<file path="src/rtl/bridge_cfg_pkg.sv">
package bridge_cfg_pkg;

  // **************************************************************************
  // Word and message widths
  // **************************************************************************

  // One word on the host streams
  localparam int host_word_w = 32;

  // One message from the application, split into two host words
  localparam int fpga_msg_w = 64;

  // **************************************************************************
  // FIFO depths
  // **************************************************************************

  // Host-to-FPGA queue and the loopback queue share this depth
  localparam int pc_fifo_depth = 16;

  // FPGA-to-host queue, counted in whole 64-bit messages
  localparam int fpga_fifo_depth = 8;

  // **************************************************************************
  // Payload types
  // **************************************************************************

  typedef logic [host_word_w-1:0] host_word_t;

  // Low word goes to the host first
  typedef logic [fpga_msg_w-1:0] fpga_msg_t;

  // All ones at the head of the host queue asks to close the read stream
  localparam host_word_t eof_marker = '1;

endpackage

</file>
<file path="src/rtl/host_stream_pkg.sv">
package host_stream_pkg;

  // **************************************************************************
  // Read stream channels (FPGA to host)
  // **************************************************************************

  // Host side request on a read stream
  typedef struct packed {
    logic rden;
    logic open;
  } host_rd_req_t;

  // Data is valid whenever empty is low
  typedef struct packed {
    bridge_cfg_pkg::host_word_t data;
    logic                       empty;
    logic                       eof;
  } host_rd_rsp_t;

  // **************************************************************************
  // Write stream channel (host to FPGA)
  // **************************************************************************

  // A write is only stored while the queue reports not full
  typedef struct packed {
    logic                       wren;
    bridge_cfg_pkg::host_word_t data;
    logic                       open;
  } host_wr_req_t;

endpackage

</file>
<file path="src/rtl/msg_fifo.sv">
module msg_fifo #(
  parameter type item_t = logic [31:0],
  parameter int  depth  = 16
) (
  input  logic  bus_clk,
  input  logic  arst_n,
  input  logic  push,
  input  item_t item_in,
  input  logic  pop,
  output item_t item_out,
  output logic  empty,
  output logic  full
);

  localparam int ptr_w = (depth > 1) ? $clog2(depth) : 1;
  localparam int cnt_w = $clog2(depth + 1);

  item_t            mem [depth];
  logic [ptr_w-1:0] wr_ptr;
  logic [ptr_w-1:0] rd_ptr;
  logic [cnt_w-1:0] count;
  logic             do_push;
  logic             do_pop;

  // Wrap at depth, which need not be a power of two
  function automatic logic [ptr_w-1:0] ptr_next(input logic [ptr_w-1:0] ptr);
    if (ptr == ptr_w'(depth - 1)) begin
      return '0;
    end
    return ptr + 1'b1;
  endfunction

  // Push when full and pop when empty are dropped
  assign do_push = push && !full;
  assign do_pop  = pop && !empty;

  // **************************************************************************
  // Storage
  // **************************************************************************

  always_ff @(posedge bus_clk) begin
    if (do_push) begin
      mem[wr_ptr] <= item_in;
    end
  end

  // Show-ahead head entry
  assign item_out = mem[rd_ptr];

  // **************************************************************************
  // Pointers and occupancy
  // **************************************************************************

  always_ff @(posedge bus_clk or negedge arst_n) begin
    if (!arst_n) begin
      wr_ptr <= '0;
      rd_ptr <= '0;
      count  <= '0;
    end else begin
      if (do_push) begin
        wr_ptr <= ptr_next(wr_ptr);
      end
      if (do_pop) begin
        rd_ptr <= ptr_next(rd_ptr);
      end
      case ({do_push, do_pop})
        2'b10:   count <= count + 1'b1;
        2'b01:   count <= count - 1'b1;
        default: count <= count;
      endcase
    end
  end

  assign empty = (count == '0);
  assign full  = (count == cnt_w'(depth));

endmodule

</file>
<file path="src/rtl/host_rd_channel.sv">
module host_rd_channel (
  input  logic                          bus_clk,
  input  logic                          arst_n,
  input  bridge_cfg_pkg::fpga_msg_t     fpga_msg,
  input  logic                          fpga_msg_valid,
  output logic                          fpga_msg_full,
  input  host_stream_pkg::host_rd_req_t rd_req,
  output host_stream_pkg::host_rd_rsp_t rd_rsp,
  input  bridge_cfg_pkg::host_word_t    pc_head,
  input  logic                          pc_pending,
  input  logic                          app_done
);

  import bridge_cfg_pkg::*;

  fpga_msg_t head_msg;
  logic      msg_push;
  logic      msg_pop;
  logic      msg_empty;
  logic      msg_full;
  logic      take_word;
  logic      hi_half;
  logic      eof_request;

  // **************************************************************************
  // Message queue
  // **************************************************************************

  // Messages offered while the host stream is closed are dropped here
  assign msg_push = fpga_msg_valid && rd_req.open;

  // Closed stream never holds the application back
  assign fpga_msg_full = msg_full && rd_req.open;

  msg_fifo #(
    .item_t (fpga_msg_t),
    .depth  (fpga_fifo_depth)
  ) u_msg_fifo (
    .bus_clk  (bus_clk),
    .arst_n   (arst_n),
    .push     (msg_push),
    .item_in  (fpga_msg),
    .pop      (msg_pop),
    .item_out (head_msg),
    .empty    (msg_empty),
    .full     (msg_full)
  );

  // **************************************************************************
  // 64-to-32 splitting
  // **************************************************************************

  // A host read only counts when a word is there
  assign take_word = rd_req.rden && !msg_empty;

  // Entry leaves on the read of its high half
  assign msg_pop = take_word && hi_half;

  always_ff @(posedge bus_clk or negedge arst_n) begin
    if (!arst_n) begin
      hi_half <= 1'b0;
    end else if (take_word) begin
      hi_half <= !hi_half;
    end
  end

  // **************************************************************************
  // Host response
  // **************************************************************************

  // Host asked to end with an all-ones word and nothing is left to read
  assign eof_request = pc_pending && (pc_head == eof_marker) && msg_empty;

  always_comb begin
    if (hi_half) begin
      rd_rsp.data = head_msg[fpga_msg_w-1 -: host_word_w];
    end else begin
      rd_rsp.data = head_msg[host_word_w-1:0];
    end
    rd_rsp.empty = msg_empty;
    rd_rsp.eof   = eof_request || app_done;
  end

endmodule

</file>
<file path="src/rtl/host_loop_channel.sv">
module host_loop_channel (
  input  logic                          bus_clk,
  input  logic                          arst_n,
  input  bridge_cfg_pkg::host_word_t    echo_word,
  input  logic                          echo_push,
  input  logic                          wr_open,
  input  host_stream_pkg::host_rd_req_t loop_req,
  output host_stream_pkg::host_rd_rsp_t loop_rsp
);

  import bridge_cfg_pkg::*;

  host_word_t loop_head;
  logic       loop_empty;

  // Echo is lost when this queue is full, the ack itself still goes through
  msg_fifo #(
    .item_t (host_word_t),
    .depth  (pc_fifo_depth)
  ) u_loop_fifo (
    .bus_clk  (bus_clk),
    .arst_n   (arst_n),
    .push     (echo_push),
    .item_in  (echo_word),
    .pop      (loop_req.rden),
    .item_out (loop_head),
    .empty    (loop_empty),
    .full     ()
  );

  // Stream ends once the host stopped writing and every echo was read
  always_comb begin
    loop_rsp.data  = loop_head;
    loop_rsp.empty = loop_empty;
    loop_rsp.eof   = !wr_open && loop_empty;
  end

endmodule

</file>
<file path="src/rtl/host_bridge_top.sv">
module host_bridge_top (
  input  logic                          bus_clk,
  input  logic                          arst_n,
  // Host streams
  input  host_stream_pkg::host_wr_req_t wr_req,
  output logic                          wr_full,
  input  host_stream_pkg::host_rd_req_t rd_req,
  output host_stream_pkg::host_rd_rsp_t rd_rsp,
  input  host_stream_pkg::host_rd_req_t loop_req,
  output host_stream_pkg::host_rd_rsp_t loop_rsp,
  // Application side
  output bridge_cfg_pkg::host_word_t    pc_msg,
  output logic                          pc_msg_pending,
  input  logic                          pc_msg_ack,
  input  bridge_cfg_pkg::fpga_msg_t     fpga_msg,
  input  logic                          fpga_msg_valid,
  output logic                          fpga_msg_full,
  input  logic                          app_done,
  output logic [3:0]                    status_led
);

  import bridge_cfg_pkg::*;

  logic pc_empty;
  logic pc_take;

  // **************************************************************************
  // Host-to-FPGA queue
  // **************************************************************************

  msg_fifo #(
    .item_t (host_word_t),
    .depth  (pc_fifo_depth)
  ) u_pc_fifo (
    .bus_clk  (bus_clk),
    .arst_n   (arst_n),
    .push     (wr_req.wren),
    .item_in  (wr_req.data),
    .pop      (pc_msg_ack),
    .item_out (pc_msg),
    .empty    (pc_empty),
    .full     (wr_full)
  );

  assign pc_msg_pending = !pc_empty;

  // Ack without a pending word echoes nothing
  assign pc_take = pc_msg_ack && pc_msg_pending;

  // **************************************************************************
  // FPGA-to-host and loopback streams
  // **************************************************************************

  host_rd_channel u_rd_channel (
    .bus_clk        (bus_clk),
    .arst_n         (arst_n),
    .fpga_msg       (fpga_msg),
    .fpga_msg_valid (fpga_msg_valid),
    .fpga_msg_full  (fpga_msg_full),
    .rd_req         (rd_req),
    .rd_rsp         (rd_rsp),
    .pc_head        (pc_msg),
    .pc_pending     (pc_msg_pending),
    .app_done       (app_done)
  );

  host_loop_channel u_loop_channel (
    .bus_clk   (bus_clk),
    .arst_n    (arst_n),
    .echo_word (pc_msg),
    .echo_push (pc_take),
    .wr_open   (wr_req.open),
    .loop_req  (loop_req),
    .loop_rsp  (loop_rsp)
  );

  // LED 0 pending, 1 read open, 2 write open, 3 application done
  assign status_led = {app_done, wr_req.open, rd_req.open, pc_msg_pending};

endmodule

</file>
<file path="config.mk">
export PLATFORM = sky130hd
export DESIGN_NAME = host_bridge_top
export DESIGN_NICKNAME = d
export VERILOG_FILES = /design/src/rtl/bridge_cfg_pkg.sv /design/src/rtl/host_stream_pkg.sv /design/src/rtl/msg_fifo.sv /design/src/rtl/host_rd_channel.sv /design/src/rtl/host_loop_channel.sv /design/src/rtl/host_bridge_top.sv
export SDC_FILE = /design/constraint.sdc
export NUM_CORES = 1
export LEC_CHECK = 0
export BUFFER_PORTS_ARGS = -buffer_cell sky130_fd_sc_hd__buf_2
export CORE_UTILIZATION = 44
export DETAILED_ROUTE_END_ITERATION = 12
export PLACE_DENSITY = 0.63
export SLEW_MARGIN = 15
export SYNTH_ARGS = -nofsm -noshare
export SYNTH_HDL_FRONTEND = slang
export SYNTH_SLANG_ARGS = --single-unit
</file>
<file path="constraint.sdc">
create_clock -name bus_clk -period 13.1 [get_ports bus_clk]
set_input_delay 0.655 -clock bus_clk [delete_from_list [all_inputs] [get_ports bus_clk]]
set_output_delay 0.655 -clock bus_clk [all_outputs]
set_load 0.1 [all_outputs]
</file>
==> results.py <==
metrics = {
    "critical_path": {
        "crit_fanout": 57,
        "ff2ff_path_depth": 7,
        "cp-start-kind": "flip-flop",
        "cp_cell_sequence": "buf_4 -> mux4_1 -> a22oi_1 -> nand2_1 -> and4_1 -> and4_1 -> nand4_1 -> o41ai_2 -> buf_2",
        "end_kind": "output pin",
        "cp_slowest_cell": "dfrtp_4",
        "path_buf_inv": 2,
        "crit_top_cell": "and4_1",
        "cp.depth": 9,
        "critical_path_arrival_ns": 5.07,
        "critPathTopFamily": "buffers and inverters",
        "r2r_start": "u_pc_fifo.count[1]",
        "cpPeakStageDelay_ns": 0.83,
        "crit_type": "flip-flop to output pin",
        "startpoint": "u_pc_fifo.rd_ptr[1]",
        "critPathRequiredTime_ns": 12.44,
    },
    "synthesis": {
        "netlist_area_um2": 60500,
        "synth_seq_cells": 1573,
        "ys_seq_area_share_pct": 77.7,
        "synth_flop_cell": "edfxtp_1",
        "ys_warn_count": 0,
        "synth_fp_nets": 2652,
        "avgSynthCellArea_um2": 24.0,
        "synthArstFlopShare_pct": 2.35,
        "synth_cell_types": 55,
        "synthCells": 2519,
        "synth_edf_count": 1536,
    },
    "cts": {
        "post-cts-setup-buffer-count": 0,
        "clockBufferDepth": 3,
        "cts_tree": "done",
        "worstSkewPairLatency_ns": 0.80,
        "ctsResizeCount": 0,
        "cts_buffers": 158,
        "cts.sinks": 1573,
        "cts_root_buf": "clkbuf_16",
        "clkTransAtPathRegs_ns": 0.06,
        "cts_hold_buf": 0,
        "cts_max_level": 4,
    },
    "timing": {
        "slew_headroom_pct": 25.3,
        "setup_viol": 0,
        "worst_slack_ns": 7.37,
        "setup_tns_ns": 0,
        "rsz0062_at_grt": "false",
        "tightest_slew_ns": 1.12,
        "max_freq_ghz": 0.175,
        "finClkSkew_ns": 0.0545,
        "min_period_ns": 5.73,
        "fin_crit_sh_pct": 43.7,
        "hold_viol_final": 0,
        "slew_viol_final": 0,
    },
    "final_layout": {
        "register_area_um2": 47100,
        "nFillCells": 10500,
        "final_layout_size_suffix_gt1_share_pct": 33.0,
        "syn2layout_area_growth_pct": 13.8,
        "multi_input_area_um2": 12800,
        "stdcell_count": 4747,
        "final_nets": 2969,
    },
    "drt": {
        "postRouteAntennaNets": 0,
        "drc": 0,
        "vias_per_cell": 5.70,
        "wirelength_mm": 132,
        "wl_per_cell_um": 27.8,
        "num_vias": 27000,
        "drtIter0Drc": 2530,
        "first_pass_iters": 5,
    },
    "placed_design": {
        "dp_slack_ns": 8.12,
        "io_buffers": 212,
        "gp_congestion": 0.732,
        "placed_cells": 4457,
        "hpwlAfterDp_mm": 71.4,
    },
    "floorplan": {
        "die_w_um": 373,
        "num_rows": 135,
        "core-area_um2": 136000,
        "start_util_pct": 44.5,
        "die-area_um2": 139000,
        "floorplan.io_pins": 214,
        "fp.dieH_um": 373,
    },
    "global_routing": {
        "track_usage_pct": 19.2,
        "grt_max_degree": 74,
        "grt_pass1_vias": 28800,
        "grt_antenna_before_repair": 21,
        "overflow": 0,
        "grt_pass1_wl_mm": 193,
    },
    "outcome": {
        "status": "complete, no violations",
    },
    "hold_path": {
        "min_path_type": "input port to async pin",
    },
    "run": {
        "max_cap_violations": 0,
    },
}
[logic make-up (layout without fill, tap and decap cells)]
kind of cell,count (synthesis),after routing,synth area share (%)
DFF,1573,1573,77.7
muxes,482,482,17.5
and+or+nand+nor,165,165,1.28
buffers and inverters,156,600,1.58
AOI/OAI and AO/OA,97,97,1.07
adders and majority gates,26,26,0.562
xor gates and xnor gates,20,20,0.289
other,0,3,0
[final cells by class]
cell class | count | area share [%]
Tap cell | 1781 | 3.23
Timing Repair Buffer | 290 | 2.39
Multi-Input combinational cell | 790 | 18.6
Clock buffer | 199 | 6.02
Inverter | 23 | 0.125
Clock inverter | 88 | 1.28
Sequential cell | 1573 | 68.3
Antenna cell | 3 | 0.0109
[state kept, by name, summed over array words and instances, names as in the netlist]
signal,count
u_loop_channel.u_loop_fifo.count,5
u_pc_fifo.mem,512
u_rd_channel.u_msg_fifo.rd_ptr,3
u_rd_channel.u_msg_fifo.mem,512
u_pc_fifo.rd_ptr,4
u_loop_channel.u_loop_fifo.rd_ptr,4
u_rd_channel.u_msg_fifo.wr_ptr,3
u_rd_channel.u_msg_fifo.count,4
u_rd_channel.hi_half,1
u_loop_channel.u_loop_fifo.mem,512
u_pc_fifo.wr_ptr,4
u_pc_fifo.count,5
u_loop_channel.u_loop_fifo.wr_ptr,4
[routing by layer]
metal | share of wire [%] | track usage (%) | wire [um] | up-vias
li1 | - | - | - | 11400
met1 | 41 | 25.6 | 54700 | 14600
met2 | 51 | 32.3 | 67100 | 787
met3 | 5.7 | 3.68 | 7520 | 191
met4 | 2.0 | 5.15 | 2650 | 10
met5 | 0.054 | 0 | 71 | -
[metrics by stage]
| step | hold WS (ns) | util (%) | instance area [um^2] |
|---|---|---|---|
| 2_1_floorplan | 0.359 | - | 60500 |
| 3_3_place_gp | 0.474 | 47.0 | 63900 |
| 3_5_place_dp | 0.469 | 47.0 | 63900 |
| 4_1_cts | 0.0617 | 50.7 | 68900 |
| 5_1_grt | 0.0948 | 50.7 | 68900 |
| 6_report | 0.0707 | 50.7 | 68900 |
[cells in the final DEF (no fill, tap or decap), types with 8 or more instances in the layout]
cell type,synthesis,routed
nor2_1,48,18
inv_1,23,23
nand2b_1,13,13
mux4_1,42,42
o21ai_0,17,17
xnor2_1,12,12
buf_2,23,212
mux2_2,11,11
dfrtp_1,37,26
clkbuf_1,54,39
bufinv_16,0,12
a21oi_1,20,19
o22ai_1,18,18
mux2i_1,24,23
edfxtp_1,1536,1536
ha_1,24,24
a22oi_1,14,14
clkinv_2,0,18
nand2_1,50,50
buf_4,9,78
nor2_4,0,30
xor2_1,8,8
clkinv_1,0,41
nand3_1,10,10
mux4_2,405,405
clkbuf_16,0,160
nor3_2,0,10
[cells in the mapped netlist, types with 3 or more instances]
cell      count  share of area [%]
a21o_1        6              0.074
a21oi_1      20               0.17
a22oi_1      14               0.17
and2_1        6              0.062
and4_1        5              0.072
buf_1        15              0.093
buf_12        7               0.23
buf_2        23               0.19
buf_4         9               0.11
buf_6        15               0.28
clkbuf_1     54               0.33
clkbuf_8      7               0.16
dfrtp_1      37                1.5
edfxtp_1   1536                 76
ha_1         24               0.50
inv_1        23               0.14
mux2_2       11               0.20
mux2i_1      24               0.40
mux4_1       42                1.8
mux4_2      405                 15
nand2_1      50               0.31
nand2b_1     13               0.13
nand3_1      10              0.083
nand4_1       6              0.062
nor2_1       48               0.30
nor2b_1       5              0.052
nor3_1       13               0.11
nor4_1        3              0.031
o21ai_0      17               0.14
o21ai_1       3              0.025
o22ai_1      18               0.19
or2_2         3              0.031
xnor2_1      12               0.17
xor2_1        8               0.12
[worst paths after layout]
| kind | to | slack (ns) |
|---|---|---|
| worst max-delay path | rd_rsp[0] | 7.37 |
| min in group bus_clk | u_rd_channel.u_msg_fifo.mem[7][29] | 0.14 |
| max in group asynchronous | u_loop_channel.u_loop_fifo.rd_ptr[0] | 12.25 |
| worst max register to register | u_loop_channel.u_loop_fifo.mem[1][27] | 8.91 |
| worst min register to register | u_loop_channel.u_loop_fifo.count[4] | 0.48 |
| worst min-delay path | u_pc_fifo.rd_ptr[0] | 0.07 |
Power is left out: the tool's default activity adds up to more than one toggle a clock period on the data nets, which glitch-free logic cannot reach.
